$ cat src/tlb_params.svh
// sizes of the TLB and the two legal page-size codes
// TLB_INDEX_W must stay equal to clog2 of TLB_NUM
`ifndef TLB_PARAMS_SVH
`define TLB_PARAMS_SVH

`define TLB_NUM     32
`define TLB_INDEX_W 5

// page-size codes as written in the ps field of an entry
`define PS_4K       6'd12
`define PS_2M       6'd21

`endif
$ cat src/tlb_pkg.sv
// entry field types and the op and invalidate encodings
// entries are paired pages, so vpn2 drops vaddr bit 12
`include "tlb_params.svh"

package tlb_pkg;

    typedef logic [31:0] vaddr_t;
    typedef logic [31:0] paddr_t;
    typedef logic [18:0] vpn2_t;    // vaddr[31:13]
    typedef logic [9:0]  asid_t;
    typedef logic [5:0]  ps_t;
    typedef logic [19:0] pfn_t;
    typedef logic [1:0]  mat_t;
    typedef logic [1:0]  plv_t;
    typedef logic [`TLB_INDEX_W-1:0] tlb_index_t;

    typedef enum logic [1:0] {
        OP_SRCH,
        OP_RD,
        OP_WR,
        OP_INV
    } tlb_op_t;

    // raw invalidate codes 2 to 6 follow this order from INV_G1 on
    typedef enum logic [2:0] {
        INV_ALL,
        INV_G1,
        INV_G0,
        INV_G0_ASID,
        INV_G0_ASID_VA,
        INV_G1_OR_ASID_VA
    } inv_mode_t;

endpackage

$ cat src/tlb_result.sv
// result fields are valid only in the cycle that done is high
// a search miss returns zero index and zero address fields
`timescale 1ns/10ps
`include "tlb_params.svh"

module tlb_result (
    input  logic                clk,
    input  logic                rst_n,
    input  logic                cmd_srch, cmd_rd, cmd_wr, cmd_inv,
    input  logic                bad_op,
    input  tlb_pkg::vaddr_t     cmd_vaddr,
    input  logic                hit,
    input  tlb_pkg::tlb_index_t hit_index,
    input  tlb_pkg::pfn_t       hit_pfn,
    input  tlb_pkg::ps_t        hit_ps,
    input  tlb_pkg::mat_t       hit_mat,
    input  tlb_pkg::plv_t       hit_plv,
    input  logic                hit_d, hit_v,
    input  tlb_pkg::vpn2_t      r_vpn2,
    input  tlb_pkg::asid_t      r_asid,
    input  tlb_pkg::ps_t        r_ps,
    input  logic                r_e, r_g,
    input  tlb_pkg::pfn_t       r_pfn0, r_pfn1,
    input  tlb_pkg::mat_t       r_mat0, r_mat1,
    input  tlb_pkg::plv_t       r_plv0, r_plv1,
    input  logic                r_d0, r_v0, r_d1, r_v1,
    output logic                done,
    output logic                error,
    output logic                res_hit,
    output tlb_pkg::tlb_index_t res_index,
    output tlb_pkg::paddr_t     res_paddr,
    output tlb_pkg::mat_t       res_mat,
    output tlb_pkg::plv_t       res_plv,
    output logic                res_d, res_v,
    output tlb_pkg::vpn2_t      rd_vpn2,
    output tlb_pkg::asid_t      rd_asid,
    output tlb_pkg::ps_t        rd_ps,
    output logic                rd_e, rd_g,
    output tlb_pkg::pfn_t       rd_pfn0, rd_pfn1,
    output tlb_pkg::mat_t       rd_mat0, rd_mat1,
    output tlb_pkg::plv_t       rd_plv0, rd_plv1,
    output logic                rd_d0, rd_v0, rd_d1, rd_v1
);

    tlb_pkg::paddr_t paddr;

    // the page offset comes straight from the virtual address
    assign paddr = (hit_ps == `PS_2M) ? {hit_pfn[19:9], cmd_vaddr[20:0]}
                                      : {hit_pfn, cmd_vaddr[11:0]};

    always_ff @(posedge clk) begin
        if (!rst_n) begin
            done  <= 1'b0;
            error <= 1'b0;
        end else begin
            done  <= cmd_srch | cmd_rd | cmd_wr | cmd_inv;
            error <= bad_op;
        end
    end

    always_ff @(posedge clk) begin
        if (cmd_srch) begin
            res_hit   <= hit;
            res_index <= hit ? hit_index : '0;
            res_paddr <= hit ? paddr : '0;
            res_mat   <= hit ? hit_mat : '0;
            res_plv   <= hit ? hit_plv : '0;
            res_d     <= hit & hit_d;
            res_v     <= hit & hit_v;
        end
        if (cmd_rd) begin
            rd_vpn2 <= r_vpn2;
            rd_asid <= r_asid;
            rd_ps   <= r_ps;
            rd_e    <= r_e;
            rd_g    <= r_g;
            rd_pfn0 <= r_pfn0;
            rd_mat0 <= r_mat0;
            rd_plv0 <= r_plv0;
            rd_d0   <= r_d0;
            rd_v0   <= r_v0;
            rd_pfn1 <= r_pfn1;
            rd_mat1 <= r_mat1;
            rd_plv1 <= r_plv1;
            rd_d1   <= r_d1;
            rd_v1   <= r_v1;
        end
    end

    a_done_xor_error: assert property (@(posedge clk) disable iff (!rst_n) !(done && error));

endmodule

$ cat config.mk
export PLATFORM = sky130hd
export DESIGN_NAME = tlb_result
export DESIGN_NICKNAME = d
export VERILOG_FILES = /design/src/tlb_pkg.sv /design/src/tlb_result.sv
export VERILOG_INCLUDE_DIRS = /design/src
export SDC_FILE = /design/constraint.sdc
export NUM_CORES = 1
export LEC_CHECK = 0
export ABC_AREA = 1
export BUFFER_PORTS_ARGS = -buffer_cell sky130_fd_sc_hd__buf_2
export CAP_MARGIN = 20
export CELL_PAD_IN_SITES_DETAIL_PLACEMENT = 1
export CELL_PAD_IN_SITES_GLOBAL_PLACEMENT = 2
export CORE_MARGIN = 1.5
export CORE_UTILIZATION = 26
export CTS_CLUSTER_SIZE = 40
export DETAILED_ROUTE_END_ITERATION = 10
export GPL_TIMING_DRIVEN = 0
export PLACE_DENSITY_LB_ADDON = 0.05
export SKIP_LAST_GASP = 1
export SLEW_MARGIN = 40
export SYNTH_ARGS = -nofsm -noshare
export SYNTH_HDL_FRONTEND = slang
export SYNTH_SLANG_ARGS = --single-unit
export TNS_END_PERCENT = 20
$ cat constraint.sdc
create_clock -name clk -period 1 [get_ports clk]
set_input_delay 0.05 -clock clk [delete_from_list [all_inputs] [get_ports clk]]
set_output_delay 0.05 -clock clk [all_outputs]
set_load 0.005 [all_outputs]
==> impl_metrics.toml <==
[die]
rows = 48
ios = 301
die_h_um = 137
dieArea_um2 = 18700
start_util_pct = 26.8
core_um2 = 17400
die_w_um = 137

[worst_setup_path]
critPathTopFamily = "flip-flops"
worstPathArrival_ns = 0.96
start_kind = "flop"
path_cells = "buf_2"
critPathMaxFanout = 1
slowest_stage = "edfxtp_1"
slowest_delay_ns = 0.40
criticalPathCategory = "reg2out"
path_buf_inv = 1
path_depth = 1
cp.required_ns = 0.95
cp-end-kind = "output pin"

[yosys]
syn_area_per_cell_um2 = 16.3
ys_types = 11
ys.flop_type = "edfxtp_1"
yosys.cell_count.top_type = "edfxtp_1"
synth-edff-count = 133
synthCells = 285
netlist_area_um2 = 4640
synth_seq_area_share_pct = 86.9
netlist.area_leader.share_pct = 86.0
yosys-top-cells-area = "edfxtp_1 86%, inv_1 5.3%, nand2_1 4.4%, nand3_1 0.97%, nor2_1 0.89%"
synthTopCellsByCount = "133 x edfxtp_1, 65 x inv_1, 55 x nand2_1"
post-synth-top-area-cell = "edfxtp_1"
async_flop_share_pct = 0
syn_nets = 451
ys_seq_elements = 135
ys_warn_count = 0

[cells_and_area]
drive_gt1_share_pct = 44.8
antennaDiodeCount = 0
final_util_pct = 47.5
fin_nets = 888
syn2layout_area_growth_pct = 77.5

[timing]
setup_slack_ns = -0.00664
rsz0062_at_grt = "yes"
slew_headroom_pct = 58.9
hold_slack_ns = 0.0162
fmaxAchievable_mhz = 993
setup_viol = 1
period_share_pct = 101
worstMarginPinSlew_ns = 0.616
tns_ns = -0.00664
fin_crit_ns = 1.01
hold_viol = 0
report.final.slew_viol_count = 0

[place]
placement.io_buffers = 289
post-place-ws_ns = -0.108
hpwl_mm = 10.2
globalplace.congestion = 0.708

[clocking]
cts_num_sinks = 135
path_clk_slew_ns = 0.06
cts_tree = "yes"
cts-root-buf = "clkbuf_16"
ctsResizeCount = 0
htree_levels = 4
postCtsSetupRepairBufs = 0
clockBufferDepth = 2
numCtsBuffers = 17

[drt]
ant_nets = 0
via_count = 3766
drt_iter0_drc = 111
vias_per_cell = 3.92
wl_mm = 14.7
remaining_drc_errors = 0
wire_per_inst_um = 15.3
drtPass1Iterations = 6

[power]
p_seq_share_pct = 47.8
p_leak_uw = 0.00391
internal_power_uw = 11000
powerDensity_nw_per_um2 = 1730
switching_power_uw = 3220
p_comb_share_pct = 10.9
p_sw_share_pct = 22.6
vdd_ir_drop_max_mv = 1.16
clock_power_share_pct = 41.3

[global_routing]
antenna_found_initial = 0
gr-total-overflow = 0
grt_usage_pct = 15.5
grt_start_max_net_pins = 48
grt_pass1_wl_mm = 21.2
grt_pass1_vias = 3949

[run]
cap_violations = 0

[worst_hold_path]
min_to = "res_paddr[18]"
min_path_type = "in2reg"
holdPathStages = 5
hp-start = "hit_pfn[6]"

[status]
violations = "setup timing"
status = "finished, violations left"
==> per-layer routing <==
| metal | track usage [%] | up-vias | routed length [µm] |
|---|---|---|---|
| met3 | 6.70 | 16 | 1520 |
| met1 | 16.4 | 1738 | 5440 |
| li1 | - | 1828 | - |
| met2 | 27.4 | 184 | 7480 |
| met4 | 5.73 | 0 | 242 |
| met5 | 0 | - | 0 |
==> registers in the layout (all words and copies together), names as in the netlist, 5 cells and up <==
register   count
rd_asid       10
rd_pfn0       20
rd_pfn1       20
rd_ps          6
rd_vpn2       19
res_index      5
res_paddr     32
==> cell families after synthesis <==
kind of cell | Yosys count | synth area share (%)
compound gates | 1 | 0.162
buf+inv | 70 | 5.79
flops | 135 | 86.9
simple gates | 79 | 7.19
==> cell type report <==
cell class | instances | area (µm²)
Multi-Input combinational cell | 80 | 342
Inverter | 65 | 244
Tap cell | 225 | 282
Fill cell | 1907 | 9110
Sequential cell | 135 | 4030
Clock inverter | 14 | 124
Timing Repair Buffer | 418 | 2760
Buffer | 5 | 25.0
Clock buffer | 18 | 429
==> repair_timing <==
action	in CTS	in global routing
hold buffers	128	0
endpoints found under the hold margin	126	0
endpoints found under the setup margin	12	77
==> cells in the final DEF, fill, tap and decap left out <==
cell / Yosys / final
clkinv_4: 0 / 2
inv_1: 65 / 65
nand3_1: 9 / 9
buf_4: 0 / 1
inv_6: 0 / 4
clkinv_1: 0 / 1
dfxtp_1: 2 / 2
nor2_1: 11 / 11
nor2_4: 1 / 1
clkinvlp_4: 0 / 3
a21boi_0: 1 / 1
nand2_1: 55 / 55
buf_2: 5 / 292
clkbuf_16: 0 / 17
buf_6: 0 / 1
buf_16: 0 / 1
clkinv_2: 0 / 3
edfxtp_1: 133 / 133
dlygate4sd3_1: 0 / 128
clkbuf_1: 0 / 1
nor2_2: 2 / 2
nand3_4: 1 / 1
bufinv_16: 0 / 1
==> worst max-delay path by stage <==
stage,to,start,slack [ns]
5_1_grt,rd_asid[5],rd_asid[5],-0.05
6_report,rd_asid[5],rd_asid[5],-0.007
4_1_cts,rd_v0,rd_v0,-0.02
2_1_floorplan,res_paddr[15],hit_ps[2],0.22
3_5_place_dp,done,cmd_rd,-0.11
3_3_place_gp,rd_pfn0[3],cmd_rd,-0.95
==> stage by stage <==
step | instances | cell area, µm² | power, µW
3_5_place_dp | 800 | 6410 | 8100
2_1_floorplan | 285 | 4640 | 7150
4_1_cts | 960 | 8240 | 14500
3_3_place_gp | 799 | 6370 | 8060
6_report | 960 | 8240 | 14200
5_1_grt | 960 | 8240 | 14900
==> power groups by stage <==
| stage | Combinational, µW | Clock (µW) | Sequential [µW] |
|---|---|---|---|
| global route | 1720 | 6300 | 6850 |
| detailed placement | 1170 | 0 | 6930 |
| floorplan | 140 | 0 | 7010 |
| global placement | 1130 | 0 | 6920 |
| CTS | 1580 | 6060 | 6810 |
| finish | 1550 | 5880 | 6810 |
No activity file was read; power rests on OpenSTA's default activity.
