File: src/tlb_params.svh
// sizes of the TLB and the two legal page-size codes
// TLB_INDEX_W must stay equal to clog2 of TLB_NUM
`ifndef TLB_PARAMS_SVH
`define TLB_PARAMS_SVH

`define TLB_NUM     32
`define TLB_INDEX_W 5

// page-size codes as written in the ps field of an entry
`define PS_4K       6'd12
`define PS_2M       6'd21

`endif
File: src/tlb_pkg.sv
// entry field types and the op and invalidate encodings
// entries are paired pages, so vpn2 drops vaddr bit 12
`include "tlb_params.svh"

package tlb_pkg;

    typedef logic [31:0] vaddr_t;
    typedef logic [31:0] paddr_t;
    typedef logic [18:0] vpn2_t;    // vaddr[31:13]
    typedef logic [9:0]  asid_t;
    typedef logic [5:0]  ps_t;
    typedef logic [19:0] pfn_t;
    typedef logic [1:0]  mat_t;
    typedef logic [1:0]  plv_t;
    typedef logic [`TLB_INDEX_W-1:0] tlb_index_t;

    typedef enum logic [1:0] {
        OP_SRCH,
        OP_RD,
        OP_WR,
        OP_INV
    } tlb_op_t;

    // raw invalidate codes 2 to 6 follow this order from INV_G1 on
    typedef enum logic [2:0] {
        INV_ALL,
        INV_G1,
        INV_G0,
        INV_G0_ASID,
        INV_G0_ASID_VA,
        INV_G1_OR_ASID_VA
    } inv_mode_t;

endpackage

File: src/tlb_op_decode.sv
// takes one management strobe per cycle and has no back-pressure
// invalidate codes above 6 do nothing except raise bad_op
`timescale 1ns/10ps

module tlb_op_decode (
    input  logic                clk,
    input  logic                rst_n,
    input  logic                op_valid,
    input  tlb_pkg::tlb_op_t    op_code,
    input  logic [4:0]          inv_op,
    input  tlb_pkg::tlb_index_t op_index,
    input  tlb_pkg::asid_t      op_asid,
    input  tlb_pkg::vaddr_t     op_vaddr,
    input  tlb_pkg::vpn2_t      w_vpn2,
    input  tlb_pkg::asid_t      w_asid,
    input  tlb_pkg::ps_t        w_ps,
    input  logic                w_e,
    input  logic                w_g,
    input  tlb_pkg::pfn_t       w_pfn0, w_pfn1,
    input  tlb_pkg::mat_t       w_mat0, w_mat1,
    input  tlb_pkg::plv_t       w_plv0, w_plv1,
    input  logic                w_d0, w_v0, w_d1, w_v1,
    output logic                cmd_srch, cmd_rd, cmd_wr, cmd_inv,
    output logic                bad_op,
    output tlb_pkg::inv_mode_t  inv_mode,
    output tlb_pkg::tlb_index_t cmd_index,
    output tlb_pkg::asid_t      cmd_asid,
    output tlb_pkg::vaddr_t     cmd_vaddr,
    output tlb_pkg::vpn2_t      wr_vpn2,
    output tlb_pkg::asid_t      wr_asid,
    output tlb_pkg::ps_t        wr_ps,
    output logic                wr_e,
    output logic                wr_g,
    output tlb_pkg::pfn_t       wr_pfn0, wr_pfn1,
    output tlb_pkg::mat_t       wr_mat0, wr_mat1,
    output tlb_pkg::plv_t       wr_plv0, wr_plv1,
    output logic                wr_d0, wr_v0, wr_d1, wr_v1
);

    tlb_pkg::inv_mode_t inv_mode_d;
    logic               inv_legal;
    logic               is_inv;

    assign is_inv = op_valid && op_code == tlb_pkg::OP_INV;

    always_comb begin
        inv_legal = 1'b1;
        case (inv_op)
            5'd0, 5'd1: inv_mode_d = tlb_pkg::INV_ALL;
            5'd2:       inv_mode_d = tlb_pkg::INV_G1;
            5'd3:       inv_mode_d = tlb_pkg::INV_G0;
            5'd4:       inv_mode_d = tlb_pkg::INV_G0_ASID;
            5'd5:       inv_mode_d = tlb_pkg::INV_G0_ASID_VA;
            5'd6:       inv_mode_d = tlb_pkg::INV_G1_OR_ASID_VA;
            default: begin
                inv_mode_d = tlb_pkg::INV_ALL;
                inv_legal  = 1'b0;
            end
        endcase
    end

    always_ff @(posedge clk) begin
        if (!rst_n) begin
            cmd_srch <= 1'b0;
            cmd_rd   <= 1'b0;
            cmd_wr   <= 1'b0;
            cmd_inv  <= 1'b0;
            bad_op   <= 1'b0;
        end else begin
            cmd_srch <= op_valid && op_code == tlb_pkg::OP_SRCH;
            cmd_rd   <= op_valid && op_code == tlb_pkg::OP_RD;
            cmd_wr   <= op_valid && op_code == tlb_pkg::OP_WR;
            cmd_inv  <= is_inv && inv_legal;
            bad_op   <= is_inv && !inv_legal;
        end
    end

    // operands move only with a strobe so they stay paired with the command
    always_ff @(posedge clk) begin
        if (op_valid) begin
            inv_mode  <= inv_mode_d;
            cmd_index <= op_index;
            cmd_asid  <= op_asid;
            cmd_vaddr <= op_vaddr;
            wr_vpn2   <= w_vpn2;
            wr_asid   <= w_asid;
            wr_ps     <= w_ps;
            wr_e      <= w_e;
            wr_g      <= w_g;
            wr_pfn0   <= w_pfn0;
            wr_mat0   <= w_mat0;
            wr_plv0   <= w_plv0;
            wr_d0     <= w_d0;
            wr_v0     <= w_v0;
            wr_pfn1   <= w_pfn1;
            wr_mat1   <= w_mat1;
            wr_plv1   <= w_plv1;
            wr_d1     <= w_d1;
            wr_v1     <= w_v1;
        end
    end

    a_cmd_onehot: assert property (@(posedge clk) disable iff (!rst_n)
        $onehot0({cmd_srch, cmd_rd, cmd_wr, cmd_inv, bad_op}));

endmodule

File: config.mk
export PLATFORM = sky130hd
export DESIGN_NAME = tlb_op_decode
export DESIGN_NICKNAME = d
export VERILOG_FILES = /design/src/tlb_pkg.sv /design/src/tlb_op_decode.sv
export VERILOG_INCLUDE_DIRS = /design/src
export SDC_FILE = /design/constraint.sdc
export NUM_CORES = 1
export LEC_CHECK = 0
export BUFFER_PORTS_ARGS = -buffer_cell sky130_fd_sc_hd__buf_2
export CAP_MARGIN = 20
export CORE_AREA = 2 2 113 115
export DETAILED_ROUTE_END_ITERATION = 12
export DIE_AREA = 0 0 115 117
export PLACE_DENSITY = 0.8
export REMOVE_ABC_BUFFERS = 1
export SETUP_SLACK_MARGIN = 0.5
export SYNTH_ARGS = -nofsm -noshare
export SYNTH_HDL_FRONTEND = slang
export SYNTH_SLANG_ARGS = --single-unit
File: constraint.sdc
create_clock -name clk -period 1 [get_ports clk]
set_input_delay 0.1 -clock clk [delete_from_list [all_inputs] [get_ports clk]]
set_output_delay 0.1 -clock clk [all_outputs]
set_load 0.02 [all_outputs]
==> key figures <==
Cells and area
  – Layout cells sized above 1: between 60 and 70%
  – Commonest non-fill, non-tap cells in the layout: buf_2, edfxtp_1, buf_6
  – Final core utilization: 60.64%
  – NumNets Final: 625
  – Commonest non-fill, non-tap cell in the layout: buf_2
  – Layout Area Growth over Synthesis: 70.53%
  – Diode count: 0

Clocking
  – # clock sinks: ~140
  – Clock transition at path regs: roughly 60 ps
  – H-tree depth: 4
  – Root buffer cell: clkbuf_16
  – CTS tree: done
  – Clock Tree Buf Depth: 2
  – CTS Buf Count: 17

Floorplan
  – Die Y: approximately 120 microns
  – # rows: 41
  – Die width: 115 microns
  – Die area: ~13,000 sq um
  – IO Pins: a little under 300
  – Starting density of the core: 35.56%
  – Placeable Area: between 10,000 and 15,000 sq um

Routing
  – Met3 wire length: roughly 1.1 mm
  – M1 WL: roughly 3.8 mm
  – Max Used Layer: met4
  – Routed WL per cell: about 17 microns
  – Initial DRC count: roughly 130
  – Met2 wire len: between 6 and 7 mm
  – Drt first pass iters: 4
  – Post-DRT Antenna Nets: 0
  – Post-DR vias/cell: 4.349
  – DRT Wirelength: around 11 mm
  – Remaining DRCs: 0
  – Via count: between 2k and 3k

Worst setup path
  – Worst setup SP type: flop
  – Crit. End Element: output pin
  – Worst Path Arrival: ~1000 ps
  – Top Family by Delay on Critical Path: flip-flops
  – Cell Chain, Critical Path: buf_6
  – CP required: approximately 900 ps
  – Crit-path max cell delay: between 400 and 500 ps
  – Crit path max fanout: 1
  – CP Class: flop to output pin
  – Worst path slowest cell: edfxtp_1
  – Crit path buf inv count: 1

Logic synthesis
  – Synth area leader: edfxtp_1
  – Netlist cell types: 15
  – Largest family of logic cells by synthesized area: simple AND/OR/NAND/NOR gates
  – Synth Register Bits: approximately 140
  – Cells after Synth: 160
  – Post-synthesis adder-cell area fraction: 0%
  – Mux cell area share after synthesis: 0%
  – Synth top area cells: edfxtp_1, dfxtp_1, nor3_1
  – Synth Area in Simple Gates: 1.600%
  – Mean area per synthesized cell: around 27 sq um
  – Synth Area in Compound Gates: less than 1%
  – Mapped cell area: about 4400 sq um
  – Share of the synthesized area in the top cell type: a little over nine tenths
  – Yosys warnings: 0
  – Xor/xnor share of the synthesized area: less than 1%
  – Register area share after synthesis: 97.63%

Power
  – Leak: approximately 3.2 nW
  – Worst VDD drop: 1447 uV
  – Pwr Total: ~0.016 W
  – PwrDens: 2086 nW/um^2

Worst hold path
  – Worst Hold Class: input pin to flop
  – Hold Crit Start: op_vaddr[14]
  – Hold depth: 1
  – Hold EP: cmd_vaddr[14]

STA
  – RSZ-0062 raised after global routing: yes
  – Period utilisation layout: 108.3%
  – Crit path time final: between 1000 and 1500 ps
  – Setup TNS: -4549 ps
  – Count of final hold-check violations: between 100 and 150
  – Worst Setup Slack, final: -83.12 ps
  – Maximum clock rate: 923.3 MHz
  – Hold slack final: -136.9 ps
  – Slew Limit Fails: 0
  – Final Setup Violations: approximately 140
  – Worst-Margin Slew: ~280 ps
  – Slew HR: approximately four fifths

Global route
  – GRT overflow: 0
  – First-pass GRT wire length: between 10 and 15 mm
  – Gr usage total: 15.05%
  – Largest net degree at the start of global routing: 35
  – Initial antenna violation count: 0
  – Vias in the first global route: ~2.8k

Outcome
  – Failing checks: negative hold slack, negative setup slack
  – Status: complete, but fails checks

Flow run
  – Max-Cap Viols: 0

Placed design
  – Worst slack at placement: 41.80 ps
  – DPL Wire Length: 8.104 mm
  – IO buf count: just under 300
  – Placer Congestion: between 0.7 and 0.8
[layer usage]
metal  global-route usage [%]  up-vias
li1                         -     1292
met1                    15.42     1315
met2                    25.57      172
met3                    7.055       13
met4                    8.353        0
met5                        0        -
[cells in the mapped netlist]
master / instances
edfxtp_1: 139
dfxtp_1: 5
nor3_1: 3
nor2_1: 2
a211oi_2: 1
a311oi_1: 1
inv_1: 1
nand2_1: 1
nand3_1: 1
nand3b_1: 1
nor3b_1: 1
nor4_1: 1
nor4b_1: 1
or3b_1: 1
xnor2_1: 1
[state kept, by name, indices dropped and copies added, names as in the netlist, 2 cells and up]
name       flops
cmd_vaddr     32
wr_pfn0       20
wr_pfn1       20
wr_vpn2       19
cmd_asid      10
wr_asid       10
wr_ps          6
cmd_index      5
inv_mode       3
wr_mat0        2
wr_mat1        2
wr_plv0        2
wr_plv1        2
[how the worst max path moves through the flow]
stage / from / end / slack [ps] / depth (start not counted)
2_1_floorplan: inv_op[0] / inv_mode[1] / 210 / 2
3_3_place_gp: inv_op[0] / inv_mode[1] / 50 / 3
3_5_place_dp: inv_op[0] / inv_mode[1] / 40 / 3
4_1_cts: wr_vpn2[8] / wr_vpn2[8] / -100 / 1
5_1_grt: wr_vpn2[8] / wr_vpn2[8] / -120 / 1
6_report: wr_vpn2[8] / wr_vpn2[8] / -80 / 1
[cells by family after synthesis]
family	after synthesis
compound gates	2
simple gates	12
buf+inv	1
xor+xnor	1
flops	144
[where the power goes]
group / total (W) / switching, W / internal (W)
registers: 0.00734 / 0.000196 / 0.00714
clock network: 0.00629 / 0.00224 / 0.00406
logic: 0.00194 / 0.00100 / 0.000943
total: 0.0156 / 0.00343 / 0.0121
[cell type report]
cell class	instances	area (sq um)
Tap cell	150	187.7
Sequential cell	144	4280
Fill cell	867	4846
Clock buffer	23	508.0
Inverter	1	3.754
Clock inverter	9	103.9
Timing Repair Buffer	300	2280
Multi-Input combinational cell	15	102.6
[what timing repair did]
action | in CTS | in global routing
hold endpoints to repair | 141 | 140
pin swaps | 2 | 1
setup buffers | 1 | 0
setup endpoints to repair | 145 | 145
resized for setup | 99 | 138
[per-stage QoR]
stage               instance area (sq um)  std cells
floorplan                            4378        160
global placement                     6118        609
detailed placement                   6118        609
CTS                                  7038        642
global route                         7466        642
finish                               7466        642
Note: power is estimated with default switching activity, not from simulation.
